===== src/bus_pkg.sv =====
// Shared definitions for the serial packet bus.
// The destination id sits in the top ADDR_W bits of every packet.

package bus_pkg;

  // Width of the destination field at the top of a packet
  parameter int ADDR_W = 8;

  // Node or destination id
  typedef logic [ADDR_W-1:0] node_id_t;

  // All ones reaches every node except the sender
  parameter node_id_t BROADCAST_ID = '1;

  // Transmitter states
  typedef enum logic [1:0] {
    IDLE,
    REQ,
    SEND
  } tx_state_t;

endpackage


===== src/bus_arbiter.sv =====
// Rotating-pointer arbiter for the shared line. Needs num_nodes >= 2.
// A grant is held while its request is held and cleared one edge after.

`timescale 1ns/10ps

module bus_arbiter #(
  parameter int num_nodes = 4
) (
  input  logic                 clk,
  input  logic                 rst,
  input  logic [num_nodes-1:0] req,
  input  logic [num_nodes-1:0] tx_bit,
  input  logic [num_nodes-1:0] tx_valid,
  output logic [num_nodes-1:0] grant,
  output logic                 bus_data,
  output logic                 bus_valid
);

  localparam int PTR_W = $clog2(num_nodes);

  logic [PTR_W-1:0] ptr;
  logic [PTR_W-1:0] ptr_next;
  logic             busy;

  assign ptr_next = (ptr == PTR_W'(num_nodes - 1)) ? '0 : ptr + 1'b1;
  assign busy     = |grant;

  ////////////////////////////////////////////////////////////////////////////
  // Pointer and grant
  ////////////////////////////////////////////////////////////////////////////

  // The granted node is always the one under the pointer
  always_ff @(posedge clk or posedge rst) begin
    if (rst) begin
      ptr   <= '0;
      grant <= '0;
    end else if (busy) begin
      if (!req[ptr]) begin
        grant <= '0;
        ptr   <= ptr_next;
      end
    end else if (req[ptr]) begin
      grant <= {{(num_nodes-1){1'b0}}, 1'b1} << ptr;
    end else if (|req) begin
      // Skip an idle node only when someone else is waiting
      ptr <= ptr_next;
    end
  end

  ////////////////////////////////////////////////////////////////////////////
  // Line multiplexer
  ////////////////////////////////////////////////////////////////////////////

  // Grant is one-hot or zero, so an AND-OR picks the sender
  assign bus_data  = |(grant & tx_bit);
  assign bus_valid = |(grant & tx_valid);

endmodule


===== src/bus_node.sv =====
// One bus node. Transmit and receive paths run independently.
// d_push shows the word in the push cycle and holds it afterwards.

`timescale 1ns/10ps

module bus_node
  import bus_pkg::*;
#(
  parameter int       pkt_w   = 16,
  parameter node_id_t node_id = '0
) (
  input  logic             clk,
  input  logic             rst,
  input  logic             pndng,
  input  logic             grant,
  input  logic             bus_data,
  input  logic             bus_valid,
  input  logic [pkt_w-1:0] d_pop,
  output logic             req,
  output logic             pop,
  output logic             push,
  output logic             tx_bit,
  output logic             tx_valid,
  output logic [pkt_w-1:0] d_push
);

  logic             load;
  logic             tx_shift;
  logic             rx_shift;
  logic [pkt_w-1:0] rx_word;
  logic [pkt_w-1:0] last_word;

  // Transmit path
  packet_tx #(.pkt_w(pkt_w)) tx_inst (
    .clk(clk), .rst(rst), .pndng(pndng), .grant(grant), .req(req), .pop(pop),
    .load(load), .shift_en(tx_shift), .tx_valid(tx_valid)
  );

  shift_reg #(.pkt_w(pkt_w)) tx_sr (
    .clk(clk), .rst(rst), .en(tx_shift), .load(load), .ser_in(1'b0),
    .par_in(d_pop), .ser_out(tx_bit), .par_out()
  );

  // Receive path
  packet_rx #(.pkt_w(pkt_w), .node_id(node_id)) rx_inst (
    .clk(clk), .rst(rst), .bus_valid(bus_valid), .own_grant(grant),
    .rx_word(rx_word), .shift_en(rx_shift), .push(push)
  );

  shift_reg #(.pkt_w(pkt_w)) rx_sr (
    .clk(clk), .rst(rst), .en(rx_shift), .load(1'b0), .ser_in(bus_data),
    .par_in('0), .ser_out(), .par_out(rx_word)
  );

  // Keep the delivered word while other traffic passes through rx_sr
  always_ff @(posedge clk or posedge rst) begin
    if (rst) begin
      last_word <= '0;
    end else if (push) begin
      last_word <= rx_word;
    end
  end

  assign d_push = push ? rx_word : last_word;

endmodule


===== src/packet_rx.sv =====
// Receive control for one node. Needs pkt_w >= ADDR_W + 1.
// Push comes one cycle after the last bit, with no way to stall.

`timescale 1ns/10ps

module packet_rx
  import bus_pkg::*;
#(
  parameter int       pkt_w   = 16,
  parameter node_id_t node_id = '0
) (
  input  logic             clk,
  input  logic             rst,
  input  logic             bus_valid,
  input  logic             own_grant,
  input  logic [pkt_w-1:0] rx_word,
  output logic             shift_en,
  output logic             push
);

  localparam int CNT_W = $clog2(pkt_w);

  logic [CNT_W-1:0] bit_cnt;
  logic             last_bit;
  node_id_t         dst;
  logic             hit;

  // Own transmissions are not received
  assign shift_en = bus_valid && !own_grant;
  assign last_bit = shift_en && (bit_cnt == CNT_W'(pkt_w - 1));

  // Destination as it will sit at the top once the last bit is shifted in
  assign dst = rx_word[pkt_w-2 -: ADDR_W];
  assign hit = (dst == node_id) || (dst == BROADCAST_ID);

  always_ff @(posedge clk or posedge rst) begin
    if (rst) begin
      bit_cnt <= '0;
      push    <= 1'b0;
    end else begin
      push <= last_bit && hit;
      if (last_bit) begin
        bit_cnt <= '0;
      end else if (shift_en) begin
        bit_cnt <= bit_cnt + 1'b1;
      end
    end
  end

endmodule


===== src/packet_tx.sv =====
// Transmit control for one node. Pops once per grant and sends pkt_w bits.
// Request stays up until the last bit is on the line.

`timescale 1ns/10ps

module packet_tx
  import bus_pkg::*;
#(
  parameter int pkt_w = 16
) (
  input  logic clk,
  input  logic rst,
  input  logic pndng,
  input  logic grant,
  output logic req,
  output logic pop,
  output logic load,
  output logic shift_en,
  output logic tx_valid
);

  localparam int CNT_W = $clog2(pkt_w);

  tx_state_t        state;
  logic [CNT_W-1:0] bit_cnt;
  logic             last_bit;

  assign last_bit = (bit_cnt == CNT_W'(pkt_w - 1));

  ////////////////////////////////////////////////////////////////////////////
  // State machine
  ////////////////////////////////////////////////////////////////////////////

  always_ff @(posedge clk or posedge rst) begin
    if (rst) begin
      state   <= IDLE;
      bit_cnt <= '0;
    end else begin
      case (state)
        IDLE: begin
          if (pndng) begin
            state <= REQ;
          end
        end
        REQ: begin
          // Packet is popped and loaded in this cycle
          if (grant) begin
            state   <= SEND;
            bit_cnt <= '0;
          end
        end
        SEND: begin
          if (last_bit) begin
            state <= IDLE;
          end else begin
            bit_cnt <= bit_cnt + 1'b1;
          end
        end
        default: state <= IDLE;
      endcase
    end
  end

  ////////////////////////////////////////////////////////////////////////////
  // Outputs
  ////////////////////////////////////////////////////////////////////////////

  assign req      = (state != IDLE);
  assign pop      = (state == REQ) && grant;
  assign load     = pop;
  assign shift_en = (state == SEND);
  assign tx_valid = shift_en;

endmodule


===== src/serial_bus.sv =====
// Serial packet bus top with a central arbiter. Node ids are 0 .. num_nodes-1.
// No back-pressure: d_push must be taken in its push cycle.

`timescale 1ns/10ps

module serial_bus
  import bus_pkg::*;
#(
  parameter int num_nodes = 4,
  parameter int pkt_w     = 16
) (
  input  logic                            clk,
  input  logic                            rst,
  input  logic [num_nodes-1:0]            pndng,
  input  logic [num_nodes-1:0][pkt_w-1:0] d_pop,
  output logic [num_nodes-1:0]            pop,
  output logic [num_nodes-1:0]            push,
  output logic [num_nodes-1:0][pkt_w-1:0] d_push
);

  logic [num_nodes-1:0] req;
  logic [num_nodes-1:0] grant;
  logic [num_nodes-1:0] tx_bit;
  logic [num_nodes-1:0] tx_valid;
  logic                 bus_data;
  logic                 bus_valid;

  for (genvar i = 0; i < num_nodes; i++) begin : g_node
    bus_node #(.pkt_w(pkt_w), .node_id(node_id_t'(i))) node_inst (
      .clk(clk), .rst(rst), .pndng(pndng[i]), .grant(grant[i]),
      .bus_data(bus_data), .bus_valid(bus_valid), .d_pop(d_pop[i]),
      .req(req[i]), .pop(pop[i]), .push(push[i]), .tx_bit(tx_bit[i]),
      .tx_valid(tx_valid[i]), .d_push(d_push[i])
    );
  end

  bus_arbiter #(.num_nodes(num_nodes)) arb_inst (
    .clk(clk), .rst(rst), .req(req), .tx_bit(tx_bit), .tx_valid(tx_valid),
    .grant(grant), .bus_data(bus_data), .bus_valid(bus_valid)
  );

endmodule


===== src/shift_reg.sv =====
// Parallel-load shift register, MSB out first, serial input enters at bit 0.
// Load has priority over shift.

`timescale 1ns/10ps

module shift_reg #(
  parameter int pkt_w = 16
) (
  input  logic             clk,
  input  logic             rst,
  input  logic             en,
  input  logic             load,
  input  logic             ser_in,
  input  logic [pkt_w-1:0] par_in,
  output logic             ser_out,
  output logic [pkt_w-1:0] par_out
);

  logic [pkt_w-1:0] data;

  always_ff @(posedge clk or posedge rst) begin
    if (rst) begin
      data <= '0;
    end else if (load) begin
      data <= par_in;
    end else if (en) begin
      // Shift toward the MSB
      data <= {data[pkt_w-2:0], ser_in};
    end
  end

  assign ser_out = data[pkt_w-1];
  assign par_out = data;

endmodule


===== config.mk =====
export PLATFORM = sky130hd
export DESIGN_NAME = serial_bus
export DESIGN_NICKNAME = d
export VERILOG_FILES = /design/src/bus_pkg.sv /design/src/bus_arbiter.sv /design/src/bus_node.sv /design/src/packet_rx.sv /design/src/packet_tx.sv /design/src/serial_bus.sv /design/src/shift_reg.sv
export SDC_FILE = /design/constraint.sdc
export NUM_CORES = 1
export LEC_CHECK = 0
export ABC_AREA = 1
export ABC_CLOCK_PERIOD_IN_PS = 8200
export BUFFER_PORTS_ARGS = -buffer_cell sky130_fd_sc_hd__buf_2
export CORE_MARGIN = 10
export CORE_UTILIZATION = 52
export CTS_CLUSTER_SIZE = 24
export DETAILED_ROUTE_END_ITERATION = 12
export PLACE_DENSITY_LB_ADDON = 0.05
export SLEW_MARGIN = 20
export SYNTH_ARGS = -nofsm -noshare
export SYNTH_HDL_FRONTEND = slang
export SYNTH_SLANG_ARGS = --single-unit

===== constraint.sdc =====
create_clock -name clk -period 8.2 [get_ports clk]
set_clock_uncertainty 0.15 [all_clocks]
set_input_delay 1.64 -clock clk [delete_from_list [all_inputs] [get_ports clk]]
set_output_delay 1.64 -clock clk [all_outputs]
set_load 0.1 [all_outputs]

==> flow_metrics.tcl, run 1 <==
set metrics [dict create \
    path_class "flop to primary output" \
    cts_setup_buffers 0 \
    clockPowerShare_pct 47.6 \
    synth.most_common_cell "nand2_1" \
    min_to "g_node[2].node_inst.rx_sr.par_out[15]" \
    start_util_pct 53.39 \
    grt_pass1_wl_mm 36.97 \
    cts_root_buf "clkbuf_16" \
    path_clk_slew_ps 60 \
    report.final.slew_viol_count 0 \
    synth_top_family_by_area "simple AND/OR/NAND/NOR gates" \
    grt_start_max_net_pins 172 \
    drt-total-wl_mm 21.46 \
    htreeDepth 1 \
    crit_family "buffers and inverters" \
    ys_seq_area_share_pct 57.53 \
    fin_crit_sh_pct 54.20 \
    dp_cells 1501 \
    netlist_area_um2 10530 \
    synth-seq-cells 242 \
    core_area_um2 19720 \
    crit_chain "nand3_1, clkinv_1, buf_2" \
    hp-start "g_node[2].node_inst.rx_sr.par_out[15]" \
    synth-async-reset-ratio_pct 100.0 \
    crit-reg2reg-launch "g_node[1].node_inst.tx_inst.state[0]" \
    synth_edf_count 0 \
    finish.utilization_pct 61.65 \
    slowest_stage "clkinv_1" \
    ctsResizeCount 0 \
    drtPass1Iterations 5 \
    synth_cells 1151 \
    synthAdderAreaFrac_pct 1.426 \
    postPlaceCellArea_um2 11270 \
    synth_top_area_share_pct 57.53 \
    yosys.area_share.simple_pct 27.59 \
    vias_per_cell 5.114 \
    cts_sinks 242 \
    stdcell_count 1548 \
    synth_top_cell_by_area "dfrtp_1" \
    fp.dieW_um 162.3 \
    overflow 0 \
    die_h_um 162.3 \
    max-vdd-ir-drop_mv 0.1404 \
    place_congestion 0.7700 \
    fin_nets 1347 \
    ios 142 \
    clockBufferDepth 3 \
    track_usage_pct 16.16 \
    ys_warn_count 0 \
    cp_num_buf_inv 2 \
    clock_latency_ps 520 \
    ctsHoldBuffers 0 \
    drtAntennaViolNets 0 \
    period_needed_ps 4445 \
    hold_path_depth 2 \
    synth_cell_types 28 \
    io_buffer_count 141 \
    p_sw_share_pct 20.92 \
    critPathLaunchType "flop" \
    rr_worst_depth 8 \
    antenna_found_initial 1 \
    worstReg2RegEnd "g_node[0].node_inst.rx_sr.par_out[7]" \
    dp_hpwl_mm 13.80 \
    cts_tree "built" \
    slowest_delay_ps 620 \
    p_leak_uw 0.006435 \
    synth-compound-area-share_pct 2.770 \
    p_per_area_nw_per_um2 207.3 \
    synth_top_flop_cell "dfrtp_1" \
    max_freq_mhz 225.0 \
    drv_cap 0 \
    synth_area_leaders "dfrtp_1, nand2_1, nand3_1, mux2_2, inv_1" \
    synth.area.mux_share_pct 4.386 \
    core.rowCount 51 \
    slew_headroom_pct 40.42 \
    finalPower_uw 2520 \
    setup_violations 0 \
    outcome "finished clean" \
    critPathMaxFanout 20 \
    tns_ps 0 \
    drt_iter0_markers 436 \
    ff2ff_setup_slack_ps 5570 \
    grt_pass1_vias 7893 \
    p_int_uw 1993 \
    synth_xor_area_share_pct 0.5824 \
    synth_common_cells "nand2_1, dfrtp_1, nand3_1, inv_1, nor2_1" \
    avgRoutedWirePerCell_um 13.86 \
    power.switching_uw 527.3 \
    syn_area_per_cell_um2 9.145 \
    pwr-share-seq_pct 49.0 \
    worst_pin_slew_ps 893.6 \
    cts-buffers-inserted 27 \
    endpoint_kind "primary output" \
    rsz0062_at_grt "no" \
    syn_nets 1233 \
    crit_arrival_ps 2650 \
    dr_total_vias 7916 \
    drive_above_1_share_pct 18.25 \
    syn2layout_area_growth_pct 15.48 \
    die_area_um2 26330 \
    hp-class "flop to flop" \
    finalInstanceArea_um2 12160 \
    drc_errors 0 \
    hold_viol 0 \
    worstPathRequired_ps 6410 \
    comb_power_share_pct 3.4 \
]
==> how the worst max path moves through the flow <==
stage,start,cells after the start,endpoint,slack [ps]
after floorplan,rst,1,arb_inst.grant[0],3230
after global placement,arb_inst.grant[3],3,pop[3],4320
after detailed placement,arb_inst.grant[3],3,pop[3],4220
after CTS,arb_inst.grant[3],3,pop[3],3670
after global routing,arb_inst.grant[3],3,pop[3],3470
final,arb_inst.grant[3],3,pop[3],3760
==> state kept, by name, summed over array words and instances, names as in the netlist <==
name / flops
g_node.node_inst.tx_sr.par_out: 64
arb_inst.grant: 4
g_node.node_inst.last_word: 64
g_node.node_inst.rx_inst.bit_cnt: 16
arb_inst.ptr: 2
g_node.node_inst.tx_inst.state: 8
g_node.node_inst.rx_inst.push: 4
g_node.node_inst.tx_inst.bit_cnt: 16
g_node.node_inst.rx_sr.par_out: 64
==> routing by layer <==
metal / GRT usage [%] / part of all wire, % / vias up
met5: 0 / 0 / -
met3: 3.766 / 5.0 / 36
li1: - / - / 4004
met4: 4.218 / 2.1 / 0
met1: 21.22 / 47 / 3745
met2: 26.36 / 46 / 131
==> layout make-up <==
type	count	area, um^2
fillers	1686	7562
flip-flops and latches	242	6056
multi-input cells	780	3869
clock buffers	43	795.8
repair buffers	145	748.2
well taps	265	331.6
inverters	69	262.8
clock inverters	3	90.09
diodes	1	2.502
==> kinds of logic after synthesis <==
kind of cell | after synthesis
AOI/OAI and AO/OA | 50
xor gates and xnor gates | 7
adders and majority gates | 12
muxes | 41
buffers and inverters | 129
DFF | 242
and+or+nand+nor | 670
==> cell usage in the layout, fill, tap and decap left out, drive strengths merged <==
cell type,n
a21oi,28
nor2,63
o21ai,7
o211ai,8
nand3b,4
nor3,2
buf,145
nand3,219
bufinv,3
ha,12
clkinvlp,1
o31ai,4
o221ai,3
mux2,41
clkinv,5
inv,63
clkbuf,43
dfrtp,242
xor2,7
nand2,358
diode,1
nand4,24
==> stage by stage <==
stage          setup slack, ps  hold slack, ps
2_1_floorplan             3234           286.4
3_3_place_gp              4315           311.2
3_5_place_dp              4225           316.0
4_1_cts                   3674           332.9
5_1_grt                   3473           347.0
6_report                  3755           324.4
==> power groups by stage <==
stage	registers, uW	clock network (uW)	logic, uW
6_report	1230	1200	86.6
2_1_floorplan	1250	0	58.3
3_5_place_dp	1250	0	89.2
5_1_grt	1240	1280	99.6
4_1_cts	1230	1240	89.5
3_3_place_gp	1250	0	88.6
==> worst reg2reg max path: stages, from the launching register on <==
cell and delay, ps:
dfrtp_1 440, inv_1 100, nand3_1 70, nand2_1 70, inv_1 60, nand2_4 640, nand2_1 710, nand2_1 200
nand2_1 70
No activity file was read; power rests on OpenSTA's default activity.
==> inputs of run 2 (changes only) <==
--- a/config.mk
+++ b/config.mk
@@ -5,8 +5,8 @@
 export SDC_FILE = /design/constraint.sdc
 export NUM_CORES = 1
 export LEC_CHECK = 0
-export ABC_AREA = 1
-export ABC_CLOCK_PERIOD_IN_PS = 8200
+export ABC_AREA = 0
+export ABC_CLOCK_PERIOD_IN_PS = 3600
 export BUFFER_PORTS_ARGS = -buffer_cell sky130_fd_sc_hd__buf_2
 export CORE_MARGIN = 10
 export CORE_UTILIZATION = 52
==> constraint.sdc (replaced) <==
create_clock -name clk -period 3.6 [get_ports clk]
set_clock_uncertainty 0.15 [all_clocks]
set_input_delay 0.72 -clock clk [delete_from_list [all_inputs] [get_ports clk]]
set_output_delay 0.72 -clock clk [all_outputs]
set_load 0.1 [all_outputs]
==> run 2 against run 1 <==
Effect of this change:
- final area decreased by 2.3%
- global-route usage shrank 0.54 points
- cell count decreased by 21%
- worst setup slack got worse by 3400 ps
- utilization increased by 1.2 points
==> flow_metrics.tcl, run 2 <==
set metrics [dict create \
    outcome "finished clean" \
    synth_top_flop_cell "dfrtp_1" \
    p_leak_uw 0.006234 \
    vias_per_cell 5.355 \
    synth.most_common_cell "dfrtp_1" \
    tns_ps 0 \
    path_clk_slew_ps 60 \
    cts_root_buf "clkbuf_16" \
    syn2layout_area_growth_pct 17.43 \
    crit_arrival_ps 2330 \
    ios 142 \
    synth_top_area_share_pct 59.87 \
    ctsResizeCount 0 \
    cts-buffers-inserted 26 \
    core.rowCount 50 \
    dr_total_vias 6555 \
    drtAntennaViolNets 0 \
    max-vdd-ir-drop_mv 0.4514 \
    antenna_found_initial 1 \
    finalInstanceArea_um2 11880 \
    stdcell_count 1224 \
    dp_cells 1179 \
    worstPathRequired_ps 2730 \
    cts_sinks 242 \
    dp_hpwl_mm 13.66 \
    synth-async-reset-ratio_pct 100.0 \
    fin_nets 1029 \
    ctsHoldBuffers 0 \
    io_buffer_count 141 \
    max_freq_mhz 312.5 \
    fin_crit_sh_pct 88.89 \
    slew_headroom_pct 35.47 \
    worst_pin_slew_ps 964.4 \
    ys_seq_area_share_pct 59.87 \
    avgRoutedWirePerCell_um 16.27 \
    critPathLaunchType "flop" \
    postPlaceCellArea_um2 11000 \
    hp-class "primary input to asynchronous set/reset pin" \
    antenna_cells 0 \
    drtPass1Iterations 7 \
    grt_pass1_vias 6873 \
    clockBufferDepth 3 \
    htreeDepth 1 \
    critPathMaxFanout 22 \
    hold_viol 0 \
    synth_top_cell_by_area "dfrtp_1" \
    p_per_area_nw_per_um2 686.2 \
    synth_common_cells "dfrtp_1, nand2_1, mux2_2, a22oi_1, nor2_1" \
    place_congestion 0.7254 \
    syn_area_per_cell_um2 12.46 \
    netlist_area_um2 10110 \
    setup_ws_ps 400.0 \
    drive_above_1_share_pct 35.37 \
    final_cell_mix "dfrtp_1, buf_2, nand2_1, mux2_2, a22oi_1" \
    path_class "flop to primary output" \
    final_common_cell "dfrtp_1" \
    synth_area_leaders "dfrtp_1, mux2_2, nand2_1, a22oi_1, ha_1" \
    period_needed_ps 3200 \
    overflow 0 \
    grt_pass1_wl_mm 34.33 \
    synth_edf_count 0 \
    cts_setup_buffers 0 \
    drt-total-wl_mm 19.91 \
    report.final.slew_viol_count 0 \
    drt_iter0_markers 274 \
    clock_latency_ps 520 \
    setup_violations 0 \
    endpoint_kind "primary output" \
    synth-seq-cells 242 \
    cts_tree "built" \
    die_h_um 159.5 \
    track_usage_pct 15.62 \
    drc_errors 0 \
    die_area_um2 25430 \
    synth_cells 812 \
    fill_cells 1490 \
    syn_nets 894 \
    post-place-ws_ps 940.8 \
    grt_start_max_net_pins 112 \
    synth_cell_types 44 \
    rsz0062_at_grt "no" \
    drv_cap 0 \
    fp.dieW_um 159.5 \
    core_area_um2 18890 \
    start_util_pct 53.54 \
    ys_warn_count 0 \
]
## run 2: changes by cell type after synthesis, sizes merged, moves of 17 or more
cell   change
nand2    -222
nand3    -192
mux2      +92
a22oi     +60
inv       -48
nor2      -27
buf       -22
a21oi     -18
nand4     -17
## run 2: cell type report
| cell class | instances | area, um^2 | share of cell area, % |
|---|---|---|---|
| Clock inverter | 8 | 92.59 | 0.7795 |
| Timing Repair Buffer | 152 | 813.3 | 6.847 |
| Sequential cell | 242 | 6056 | 50.99 |
| Tap cell | 260 | 325.3 | 2.739 |
| Multi-Input combinational cell | 509 | 3744 | 31.52 |
| Clock buffer | 37 | 783.3 | 6.594 |
| Inverter | 16 | 63.81 | 0.5372 |
## run 2: cell families (layout without fill, tap and decap cells)
logic type,after synthesis,after routing,share of synthesized area [%]
and+or+nand+nor,246,246,11.52
buffers and inverters,61,213,3.117
AOI/OAI and AO/OA,100,100,7.447
muxes,139,139,15.52
adders and majority gates,12,12,1.484
xor gates and xnor gates,12,12,1.039
DFF,242,242,59.87
## run 2: worst paths after layout
path / from / end / slack (ps) / depth (start not counted)
max: arb_inst.grant[2] / pop[2] / 400 / 2
min: rst / g_node[1].node_inst.tx_sr.par_out[4] / 130 / 2
max reg2reg: arb_inst.grant[2] / g_node[2].node_inst.tx_sr.par_out[6] / 1400 / 4
min reg2reg: g_node[0].node_inst.tx_sr.par_out[1] / g_node[0].node_inst.tx_sr.par_out[1] / 320 / 2
max in group asynchronous: rst / g_node[2].node_inst.last_word[4] / 2180 / 3
min in group clk: d_pop[48] / g_node[3].node_inst.tx_sr.par_out[0] / 260 / 3
## run 2: critical path, stage by stage, from the launching register on
cell and delay, ps:
dfrtp_1 530, and3b_1 710, buf_2 560
## run 2: where the power goes
| part | total (uW) | switching (uW) | internal, uW |
|---|---|---|---|
| registers | 3790 | 466 | 3330 |
| clock network | 2680 | 1030 | 1640 |
| logic | 1680 | 974 | 709 |
## run 2: per-layer routing
metal	vias to the layer above	track usage (%)	share of wire [%]	routed length, um
li1	3113	-	-	-
met1	3265	20.24	44	8674
met2	149	25.84	49	9798
met3	28	3.770	5.3	1055
met4	0	3.749	1.9	381
met5	-	0	0	0
## run 2: per-stage QoR
stage	total power, uW	util, %	hold slack (ps)
global placement	5386	58.23	307.9
global route	8692	62.87	158.2
CTS	8253	62.87	124.4
finish	8151	62.87	129.7
detailed placement	5542	58.23	312.2
floorplan	5107	-	290.3
